`src/ifq_settings.svh`:
```
`ifndef IFQ_SETTINGS_SVH
`define IFQ_SETTINGS_SVH

// queue geometry

// ring entries, power of two so pointers wrap for free
`define IFQ_DEPTH 16

// ring index width, log2 of the depth
`define IFQ_PTR_W 4

// occupancy width
// one bit wider than the pointer so a full ring of 16 fits
`define IFQ_CNT_W 5

// issue statistics

// master and slave issue counters
`define IFQ_PERF_W 32

`endif

```
`src/ifq_pkg.sv`:
```
`default_nettype none

package ifq_pkg;

    // one queued instruction with its fetch address
    typedef struct packed {
        // address of this instruction
        logic [31:0] pc;
        // raw instruction word
        logic [31:0] inst;
    } inst_entry_t;

    // one fetch response, an aligned pair of words
    typedef struct packed {
        // address of the first wanted word
        // bit 2 set means only word1 is wanted
        logic [31:0] pc;
        // word at the 8-byte aligned address
        logic [31:0] word0;
        // word at that address plus 4
        logic [31:0] word1;
    } fetch_resp_t;

    // what decode sees each cycle
    typedef struct packed {
        // older instruction, issues first
        inst_entry_t master;
        // younger instruction, only with the master
        inst_entry_t slave;
        logic        master_valid;
        logic        slave_valid;
        // pre-decoded from the master opcode
        logic        master_is_branch;
    } issue_pair_t;

endpackage

`default_nettype wire

```
`src/fetch_align.sv`:
```
`timescale 1ns/1ps
`default_nettype none

`include "ifq_settings.svh"

module fetch_align (
    input  wire logic                clk,
    input  wire logic                fifo_rst,
    input  wire logic                fetch_valid,
    input  wire ifq_pkg::fetch_resp_t fetch_resp,
    output logic                     fetch_ready,
    input  wire logic                flush,
    input  wire logic                room_for_pair,
    output logic                     wr_en1,
    output logic                     wr_en2,
    output ifq_pkg::inst_entry_t     wr_entry1,
    output ifq_pkg::inst_entry_t     wr_entry2
);

    import ifq_pkg::*;

    logic                   accept;
    logic                   aligned;
    // last cycle's response, for the stall check
    fetch_resp_t            resp_q;
    logic                   stalled_q;
    // responses taken since reset
    logic [`IFQ_PERF_W-1:0] accepted_cnt;
    // response moved while it was being held off
    logic                   resp_changed;

    // always reserve room for a full pair, redirect blocks intake
    assign fetch_ready = room_for_pair && !flush;
    assign accept      = fetch_valid && fetch_ready;

    // pc bit 2 clear means both words are wanted
    assign aligned = !fetch_resp.pc[2];

    // older write first
    assign wr_en1 = accept;
    // second write only for an aligned pair
    assign wr_en2 = accept && aligned;

    always_comb begin
        // entry 1 starts at the requested pc in both cases
        wr_entry1.pc   = fetch_resp.pc;
        wr_entry1.inst = aligned ? fetch_resp.word0 : fetch_resp.word1;
        // entry 2 is the upper word of an aligned pair
        wr_entry2.pc   = fetch_resp.pc + 32'd4;
        wr_entry2.inst = fetch_resp.word1;
    end

    always_ff @(posedge clk) begin
        if (fifo_rst) begin
            accepted_cnt <= '0;
            stalled_q    <= 1'b0;
        end else begin
            if (accept) begin
                accepted_cnt <= accepted_cnt + `IFQ_PERF_W'(1);
            end
            // held off by a full ring only, a redirect may replace the response
            stalled_q <= fetch_valid && !room_for_pair && !flush;
        end
    end

    // sampled every cycle
    always_ff @(posedge clk) begin
        resp_q <= fetch_resp;
    end

    // fetch must keep the response stable until it is taken
    assign resp_changed = stalled_q && fetch_valid && !flush && (fetch_resp != resp_q);

endmodule

`default_nettype wire

```
`src/inst_queue.sv`:
```
`timescale 1ns/1ps
`default_nettype none

`include "ifq_settings.svh"

module inst_queue (
    input  wire logic                 clk,
    input  wire logic                 fifo_rst,
    input  wire logic                 flush,
    input  wire logic                 slot_pending,
    input  wire logic                 wr_en1,
    input  wire logic                 wr_en2,
    input  wire ifq_pkg::inst_entry_t wr_entry1,
    input  wire ifq_pkg::inst_entry_t wr_entry2,
    input  wire logic                 pop1,
    input  wire logic                 pop2,
    output ifq_pkg::inst_entry_t      head_entry0,
    output ifq_pkg::inst_entry_t      head_entry1,
    output logic [`IFQ_CNT_W-1:0]     count,
    output logic                      room_for_pair,
    output logic                      slot_held
);

    import ifq_pkg::*;

    // highest count that still leaves two free entries
    localparam int unsigned ROOM_MAX = `IFQ_DEPTH - 2;

    // instruction ring
    inst_entry_t            ring [`IFQ_DEPTH];

    logic [`IFQ_PTR_W-1:0]  wr_ptr;
    logic [`IFQ_PTR_W-1:0]  wr_ptr_plus1;
    logic [`IFQ_PTR_W-1:0]  rd_ptr;
    logic [`IFQ_PTR_W-1:0]  rd_ptr_plus1;
    logic [`IFQ_CNT_W-1:0]  count_q;

    // saved delay slot across a redirect
    inst_entry_t            hold_entry;
    logic                   held_q;

    // pops that consume ring entries
    logic                   ring_pop1;
    logic                   ring_pop2;

    // entries written and read this cycle, 0 to 2
    logic [1:0]             wr_num;
    logic [1:0]             rd_num;

    // keep the delay slot when its branch already left
    logic                   capture;

    assign wr_ptr_plus1 = wr_ptr + `IFQ_PTR_W'(1);
    assign rd_ptr_plus1 = rd_ptr + `IFQ_PTR_W'(1);

    // held entry is served first, the ring waits behind it
    assign ring_pop1 = pop1 && !held_q;
    // slave always comes from the ring
    assign ring_pop2 = pop2;

    assign wr_num = 2'(wr_en1) + 2'(wr_en2);
    assign rd_num = 2'(ring_pop1) + 2'(ring_pop2);

    // branch gone, slot still here and not taken now
    assign capture = flush && slot_pending && !pop1;

    // ring storage
    // wr_en2 only comes with wr_en1 so the pair lands back to back
    always_ff @(posedge clk) begin
        if (wr_en1) begin
            ring[wr_ptr] <= wr_entry1;
        end
        if (wr_en2) begin
            ring[wr_ptr_plus1] <= wr_entry2;
        end
    end

    // write pointer
    always_ff @(posedge clk) begin
        if (fifo_rst || flush) begin
            wr_ptr <= '0;
        end else begin
            wr_ptr <= wr_ptr + `IFQ_PTR_W'(wr_num);
        end
    end

    // read pointer
    always_ff @(posedge clk) begin
        if (fifo_rst || flush) begin
            rd_ptr <= '0;
        end else begin
            rd_ptr <= rd_ptr + `IFQ_PTR_W'(rd_num);
        end
    end

    // occupancy from writes and pops in the same cycle
    // pops are qualified upstream, never below zero
    always_ff @(posedge clk) begin
        if (fifo_rst || flush) begin
            count_q <= '0;
        end else begin
            count_q <= count_q + `IFQ_CNT_W'(wr_num) - `IFQ_CNT_W'(rd_num);
        end
    end

    // delay slot hold flag
    always_ff @(posedge clk) begin
        if (fifo_rst) begin
            held_q <= 1'b0;
        end else if (flush) begin
            // any other redirect drops everything
            held_q <= capture;
        end else if (pop1) begin
            // held slot issued
            held_q <= 1'b0;
        end
    end

    // current master, which may itself be the held slot
    always_ff @(posedge clk) begin
        if (capture) begin
            hold_entry <= head_entry0;
        end
    end

    // heads
    assign head_entry0 = held_q ? hold_entry : ring[rd_ptr];
    assign head_entry1 = ring[rd_ptr_plus1];

    assign count         = count_q;
    assign room_for_pair = (count_q <= `IFQ_CNT_W'(ROOM_MAX));
    assign slot_held     = held_q;

endmodule

`default_nettype wire

```
`src/issue_stage.sv`:
```
`timescale 1ns/1ps
`default_nettype none

`include "ifq_settings.svh"

module issue_stage (
    input  wire logic                 clk,
    input  wire logic                 fifo_rst,
    input  wire ifq_pkg::inst_entry_t head_entry0,
    input  wire ifq_pkg::inst_entry_t head_entry1,
    input  wire logic [`IFQ_CNT_W-1:0] count,
    input  wire logic                 slot_held,
    input  wire logic                 take1,
    input  wire logic                 take2,
    output logic                      pop1,
    output logic                      pop2,
    output logic                      slot_pending,
    output ifq_pkg::issue_pair_t      issue,
    output logic [`IFQ_PERF_W-1:0]    master_issued,
    output logic [`IFQ_PERF_W-1:0]    slave_issued
);

    import ifq_pkg::*;

    // primary opcodes
    localparam logic [5:0] OP_SPECIAL = 6'b000000;
    localparam logic [5:0] OP_REGIMM  = 6'b000001;
    localparam logic [5:0] OP_J       = 6'b000010;
    localparam logic [5:0] OP_JAL     = 6'b000011;
    localparam logic [5:0] OP_BEQ     = 6'b000100;
    localparam logic [5:0] OP_BNE     = 6'b000101;
    localparam logic [5:0] OP_BLEZ    = 6'b000110;
    localparam logic [5:0] OP_BGTZ    = 6'b000111;
    // special function codes
    localparam logic [5:0] FN_JR      = 6'b001000;
    localparam logic [5:0] FN_JALR    = 6'b001001;

    logic master_valid;
    logic slave_valid;
    logic master_branch;

    // anything that owns a delay slot
    function automatic logic is_branch(input inst_entry_t e);
        logic [5:0] op;
        logic [5:0] fn;
        op = e.inst[31:26];
        fn = e.inst[5:0];
        case (op)
            OP_REGIMM, OP_J, OP_JAL, OP_BEQ, OP_BNE, OP_BLEZ, OP_BGTZ: begin
                is_branch = 1'b1;
            end
            OP_SPECIAL: begin
                is_branch = (fn == FN_JR) || (fn == FN_JALR);
            end
            default: begin
                is_branch = 1'b0;
            end
        endcase
    endfunction

    // held slot counts as a master even with an empty ring
    assign master_valid = (count != '0) || slot_held;
    // held slot always issues alone
    assign slave_valid  = (count >= `IFQ_CNT_W'(2)) && !slot_held;

    // only meaningful on a valid master
    assign master_branch = master_valid && is_branch(head_entry0);

    // pops already qualified, the queue trusts them
    assign pop1 = take1 && master_valid;
    assign pop2 = pop1 && take2 && slave_valid;

    always_comb begin
        issue.master           = head_entry0;
        issue.slave            = head_entry1;
        issue.master_valid     = master_valid;
        issue.slave_valid      = slave_valid;
        issue.master_is_branch = master_branch;
    end

    // next master is a delay slot when a branch left alone
    // branch with its slave means the slot went too
    always_ff @(posedge clk) begin
        if (fifo_rst) begin
            slot_pending <= 1'b0;
        end else if (pop1) begin
            slot_pending <= master_branch && !pop2;
        end
    end

    // issue statistics
    always_ff @(posedge clk) begin
        if (fifo_rst) begin
            master_issued <= '0;
            slave_issued  <= '0;
        end else begin
            if (pop1) begin
                master_issued <= master_issued + `IFQ_PERF_W'(1);
            end
            if (pop2) begin
                slave_issued <= slave_issued + `IFQ_PERF_W'(1);
            end
        end
    end

endmodule

`default_nettype wire

```
`src/ifq_top.sv`:
```
`timescale 1ns/1ps
`default_nettype none

`include "ifq_settings.svh"

module ifq_top (
    input  wire logic                 clk,
    input  wire logic                 fifo_rst,
    input  wire logic                 fetch_valid,
    input  wire ifq_pkg::fetch_resp_t fetch_resp,
    output logic                      fetch_ready,
    input  wire logic                 flush,
    input  wire logic                 take1,
    input  wire logic                 take2,
    output ifq_pkg::issue_pair_t      issue,
    output logic                      in_delayslot,
    output logic [`IFQ_PERF_W-1:0]    master_issued,
    output logic [`IFQ_PERF_W-1:0]    slave_issued
);

    import ifq_pkg::*;

    // align to queue
    logic                  wr_en1;
    logic                  wr_en2;
    inst_entry_t           wr_entry1;
    inst_entry_t           wr_entry2;
    logic                  room_for_pair;

    // queue to issue
    inst_entry_t           head_entry0;
    inst_entry_t           head_entry1;
    logic [`IFQ_CNT_W-1:0] count;
    logic                  slot_held;
    logic                  pop1;
    logic                  pop2;

    fetch_align u_fetch_align (
        .clk           (clk),
        .fifo_rst      (fifo_rst),
        .fetch_valid   (fetch_valid),
        .fetch_resp    (fetch_resp),
        .fetch_ready   (fetch_ready),
        .flush         (flush),
        .room_for_pair (room_for_pair),
        .wr_en1        (wr_en1),
        .wr_en2        (wr_en2),
        .wr_entry1     (wr_entry1),
        .wr_entry2     (wr_entry2)
    );

    // delay-slot flag from issue also steers the flush hold
    inst_queue u_inst_queue (
        .clk           (clk),
        .fifo_rst      (fifo_rst),
        .flush         (flush),
        .slot_pending  (in_delayslot),
        .wr_en1        (wr_en1),
        .wr_en2        (wr_en2),
        .wr_entry1     (wr_entry1),
        .wr_entry2     (wr_entry2),
        .pop1          (pop1),
        .pop2          (pop2),
        .head_entry0   (head_entry0),
        .head_entry1   (head_entry1),
        .count         (count),
        .room_for_pair (room_for_pair),
        .slot_held     (slot_held)
    );

    issue_stage u_issue_stage (
        .clk           (clk),
        .fifo_rst      (fifo_rst),
        .head_entry0   (head_entry0),
        .head_entry1   (head_entry1),
        .count         (count),
        .slot_held     (slot_held),
        .take1         (take1),
        .take2         (take2),
        .pop1          (pop1),
        .pop2          (pop2),
        .slot_pending  (in_delayslot),
        .issue         (issue),
        .master_issued (master_issued),
        .slave_issued  (slave_issued)
    );

endmodule

`default_nettype wire

```
`config.mk`:
```
export PLATFORM = sky130hd
export DESIGN_NAME = ifq_top
export DESIGN_NICKNAME = d
export VERILOG_FILES = /design/src/ifq_pkg.sv /design/src/fetch_align.sv /design/src/inst_queue.sv /design/src/issue_stage.sv /design/src/ifq_top.sv
export VERILOG_INCLUDE_DIRS = /design/src
export SDC_FILE = /design/constraint.sdc
export NUM_CORES = 2
export LEC_CHECK = 0
export BUFFER_PORTS_ARGS = -buffer_cell sky130_fd_sc_hd__buf_4
export CAP_MARGIN = 15
export CORE_UTILIZATION = 61
export DETAILED_ROUTE_END_ITERATION = 12
export GPL_TIMING_DRIVEN = 0
export PLACE_DENSITY = 0.79
export SLEW_MARGIN = 20
export SYNTH_ARGS = -nofsm -noshare
export SYNTH_HDL_FRONTEND = slang
export SYNTH_SLANG_ARGS = --single-unit
```
`constraint.sdc`:
```
create_clock -name clk -period 10.6 [get_ports clk]
set_input_delay 2.12 -clock clk [delete_from_list [all_inputs] [get_ports clk]]
set_output_delay 2.12 -clock clk [all_outputs]
set_load 0.005 [all_outputs]
```
* After elaboration in Yosys (flattened, before gate mapping)
Memory sizes are Yosys's and may differ from the RTL's. A register that Yosys moved wholly into a read port is not among the register bits. Index checks and enable logic that the tools add are counted.
Storage, ports and cells: register bits 143, RAM bits 1024, bits of input ports 102, output and inout bits 197, word-level logic and storage cells 66, memories 1
Cells by class: $add $sub $neg 11, magnitude comparators 2, equality and inequality tests 9, muxes and demuxes 10, reduce and logical (&&, ||, !) cells 24
Memories:
- u_inst_queue.ring | words 16, width 64, rd ports 2, clocked after Yosys merged registers in 1, wr ports 2, line inst_queue.sv:30 | inst_entry_t ring [`IFQ_DEPTH];
Operators with widths (number):
- adder 32 x 1 -> 32 bit (second input constant) | 2
- two-way mux 64 bit | 1
- adder 32 x 3 -> 32 bit (second input constant) | 1
- two-way mux 32 bit | 1
- == test 6 x 3 -> 1 bit (second input constant) | 4
- == test 6 x 2 -> 1 bit (second input constant) | 2
- == test 6 x 4 -> 1 bit (second input constant) | 2
- logical AND 1 bit | 12
- adder 4 x 1 -> 4 bit (second input constant) | 2
- adder 4 x 2 -> 4 bit | 2
- OR reduction 7 bit | 1
- == test 6 x 1 -> 1 bit (second input constant) | 1
- logical NOT 6 bit | 1
- two-way mux 1 bit | 6
- adder 5 x 2 -> 5 bit | 1
- greater-or-equal comparator 5 x 2 -> 1 bit (second input constant) | 1
- <= comparator 5 x 4 -> 1 bit (second input constant) | 1
- logical NOT 1 bit | 5
- nonzero test 5 bit | 1
- subtractor 5 x 2 -> 5 bit | 1
- adder 1 x 1 -> 2 bit | 2
- two-way mux 4 bit | 1
- logical OR 1 bit | 3
- case mux 1 bit (2 select lines) | 1
- nonzero test 2 bit | 1

* Logic depth before layout (Yosys ltp)
depth in word-level cells 8, depth in mapped cells 16, mapped depth without buffers 14

* Cells and area by module
A second synthesis with hierarchy kept.
Second synthesis, totals: cell total of the unflattened synthesis 4209, area, all modules 68285.5 um2
Modules (own cells, without submodules):
- inst_queue | instances 1, cells each 3492, area each 62341.0 um2
- issue_stage | instances 1, cells each 525, area each 4371.7 um2
- fetch_align | instances 1, cells each 192, area each 1572.8 um2

* Worst setup path after synthesis
OpenSTA, ideal clock, no wires.
path type input port to flip-flop, start in flush, end mem u_inst_queue.ring[4][0] in the netlist's numbering, enable pin, arrival 7310 ps, data required time 10026 ps, path slack 2716 ps, cell stages on the path 4, cells stage by stage nor2_1 > o21ai_1 > or3_1 > o21ai_0
RTL lines:
- start, declared | line ifq_top.sv:12 | input wire logic flush,
- end, declared | line inst_queue.sv:30

==> impl_summary.log <==
[metrics] outcome: complete, no violations
[metrics] top cells by area, synth: edfxtp_1 51%, mux4_2 22%, mux2_2 9.2%, dfxtp_1 2.5%, nand2_1 2.5%
[metrics] main flop type after synthesis: edfxtp_1
[metrics] initial DRC count: 7758
[metrics] total core area: 0.103 sq mm
[metrics] fraction of layout cells with a size suffix above 1: 40.5%
[metrics] final antenna-violating net count: 0
[metrics] placed instance area: 0.0699 sq mm
[metrics] global-route usage over all layers: 40.9%
[metrics] Critical Path Sink Type: output port
[metrics] synthesized instance count: 4171
[metrics] synthesized-area fraction occupied by and/or/nand/nor cells: 5.32%
[metrics] net count after synthesis: 4296
[metrics] type of the worst setup path: flop to output port
[metrics] die boundary width: 325 um
[metrics] proportion of register bits with asynchronous set or reset after synthesis: 0%
[metrics] Final min period: 7.29 ns
[metrics] leakage component of the power: 24.1 nW
[metrics] final number of max-transition violations: 0
[metrics] clk buf depth: 3
[metrics] routed length per placed instance: 35.1 um
[metrics] die outline height: 325 um
[metrics] ratio of total power to cell area: 178 mW/mm^2
[metrics] worst reg-to-reg path cell count: 9
[metrics] Hold-fix buffers, CTS: 0
[metrics] largest fanout of any net on the critical path: 10
[metrics] peak clock frequency supported by timing: 0.137 GHz
[metrics] Relative slew margins: 11.1%
[metrics] most common cell in the netlist: edfxtp_1
[metrics] root buffer cell: clkbuf_16
[metrics] number of placed cells counting well taps: 5923
[metrics] I/O pin total: 299
[metrics] CTS clock-pin slew for the worst setup and hold paths: 0.06 ns
[metrics] maximum level of the CTS H-tree: 4
[metrics] reg2reg start: u_inst_queue.rd_ptr[0]
[metrics] IO buf count: 281
[metrics] Via Count: 44500
[metrics] routability-driven placement congestion ratio: 0.932
[metrics] worst-case register-to-register setup slack: 6.10 ns
[metrics] unrepaired setup endpoints after global routing: no
[metrics] Worst EP arrival: 5.17 ns
[metrics] residual DRC count: 0
[metrics] post-synthesis register bit count: 1167
[metrics] post-synth top area share: 51.3%
[metrics] number of setup violations in the final report: 0
[metrics] count of cell types in the netlist: 60
[metrics] origin of the worst setup path: u_inst_queue.rd_ptr[0]
[metrics] cell type with the highest aggregate area in the netlist: edfxtp_1
[metrics] post-DR vias/cell: 7.22
[metrics] class of the most critical hold timing path: flop to flop
[metrics] Remaining Overflow, GRT: 0
[metrics] Final period util: 68.8%
[metrics] Seq/Total Area, Yosys: 53.8%
[metrics] Clock Skews: 0.0282 ns
[metrics] cell row count: 118
[metrics] number of resized instances in the post-cts repair step: 0
[metrics] share of the synthesized area in compound gates (AO/OA/AOI/OAI): 1.10%
[metrics] Least-Margin Pin Slew: 1.33 ns
[metrics] multiplexer share of the synthesized area: 31.4%
[metrics] final wirelength: 216000 um
[metrics] Critical Path Start Type: flop
[metrics] number of buffers created by CTS: 131
[metrics] largest voltage drop on the vdd net: 0.143 mV
[metrics] FF-to-FF End: u_inst_queue.hold_entry[62]
[metrics] fraction of synthesized cell area in xor and xnor cells: 3.71%
[metrics] adder-cell area share of the yosys netlist: 0.499%
[metrics] antenna violations before repair: 21
[metrics] final non-filler cell total: 6162
[metrics] largest family of logic cells by synthesized area: multiplexers
[metrics] largest net degree at the start of global routing: 35
[metrics] Yosys warning total: 0
[metrics] capturing element of the worst setup path: issue[129]
[metrics] number of clock sinks: 1167
[metrics] EDFF count, synth: 1088
[metrics] overall power after layout: 0.0132 W
[metrics] synth cell count leaders: 1088 x edfxtp_1, 610 x mux4_2, 523 x mux2_2, 418 x nand2_1, 401 x clkbuf_1
[metrics] final standard cell area without fillers: 0.0741 sq mm
[metrics] mean instance size in the synthesized netlist: 15.3 sq um
[metrics] post-synthesis instance area: 0.0637 sq mm
[metrics] count of buffers added by post-CTS timing repair for setup: 0
[metrics] via count of the first global-routing pass: 44300
[metrics] count of endpoints failing hold in the final timing report: 0
[metrics] data required time at the worst endpoint: 8.48 ns
[metrics] first-pass iteration count of the detailed router: 6
[metrics] total of max-cap violations: 0
[metrics] synthesis-to-layout area growth: 16.3%
[metrics] global-route wire length before repair: 305000 um
[metrics] TritonCTS clock tree: built
[metrics] insertion delay of the later-clocked pin in the worst-skew pair: 0.76 ns
[metrics] placed wire-length estimate: 145000 um
[metrics] Total Nets Final: 4802
[metrics] initial core utilization: 61.6%
[metrics] Total Die Area: 0.106 sq mm
-- kinds of logic (layout without fill, tap and decap cells) --
logic type / Yosys count / after routing
multiplexers: 1171 / 1171
flip-flops: 1167 / 1167
AND/OR/NAND/NOR: 782 / 782
buffers and inverters: 645 / 1247
XOR/XNOR: 270 / 270
AO/OA/AOI/OAI: 113 / 113
adder cells (fa/ha/maj): 23 / 23
other: 0 / 9
-- cell usage in the layout (no fill, tap or decap), drive strengths merged, types with 19 or more instances in the layout --
cell / n
a21oi: 38
clkinv: 49
o21ai: 30
nand4: 22
buf: 557
nand2: 419
mux2i: 38
xnor2: 174
nor2: 190
clkbuf: 575
nor3: 24
or3: 28
nand3: 21
dfxtp: 79
xor2: 96
mux4: 610
edfxtp: 1088
inv: 57
ha: 19
mux2: 523
-- where the power goes --
group          switching [W]  internal [W]
sequential         0.0000426       0.00514
combinational        0.00188       0.00166
clock                0.00188       0.00259
total                0.00380       0.00940
-- critical path, cell delays in order (launching register included) --
cell and delay, ns:
dfxtp_1 0.37, buf_4 0.30, buf_6 0.28, buf_2 0.45
clkbuf_1 0.92, buf_2 0.51, mux4_2 0.42, mux4_2 0.49
nand2_1 0.12, nand2_1 0.29, buf_4 0.25
-- worst min path at each step --
stage / from / end / cells past startpoint / slack [ns]
finish: u_issue_stage.master_issued[8] / u_issue_stage.master_issued[8] / 2 / 0.51
CTS: u_issue_stage.master_issued[23] / u_issue_stage.master_issued[23] / 2 / 0.51
global route: u_issue_stage.master_issued[23] / u_issue_stage.master_issued[23] / 2 / 0.52
global placement: u_issue_stage.master_issued[23] / u_issue_stage.master_issued[23] / 2 / 0.48
detailed placement: u_issue_stage.master_issued[25] / u_issue_stage.master_issued[25] / 2 / 0.50
floorplan: u_issue_stage.slot_pending / u_issue_stage.slot_pending / 2 / 0.47
-- through the flow --
stage	utilization (%)	hold WS, ns	setup TNS, ns	setup WS [ns]
finish	71.6	0.508	0	3.31
global route	71.6	0.525	0	3.49
CTS	71.5	0.509	0	3.43
detailed placement	67.6	0.503	0	4.17
global placement	65.3	0.479	-926.42	-4.90
floorplan	-	0.473	0	2.72
-- cell type report --
| cell class | count | area [sq um] |
|---|---|---|
| Tap cell | 1380 | 1730 |
| Timing Repair Buffer | 373 | 4270 |
| Clock inverter | 61 | 464 |
| Buffer | 591 | 2500 |
| Inverter | 54 | 203 |
| Clock buffer | 168 | 3660 |
| Fill cell | 6341 | 29400 |
| Antenna cell | 9 | 22.5 |
| Sequential cell | 1167 | 34300 |
| Multi-Input combinational cell | 2359 | 27000 |
-- sequential cells by signal, indices dropped and copies added (netlist names) --
| name | count |
|---|---|
| u_inst_queue.ring | 1024 |
| u_inst_queue.hold_entry | 64 |
| u_issue_stage.master_issued | 32 |
| u_issue_stage.slave_issued | 32 |
| u_inst_queue.count | 5 |
| u_inst_queue.rd_ptr | 4 |
| u_inst_queue.wr_ptr | 4 |
| u_inst_queue.slot_held | 1 |
| u_issue_stage.slot_pending | 1 |
-- routing by layer --
metal | up-vias | track usage [%] | wire, um
met2 | 4386 | 61.8 | 97000
met3 | 1159 | 13.3 | 33900
met1 | 21900 | 51.4 | 68400
li1 | 17000 | - | -
met5 | - | 0 | 168
met4 | 26 | 25.6 | 16600
Power figures use the tool's default switching activity.
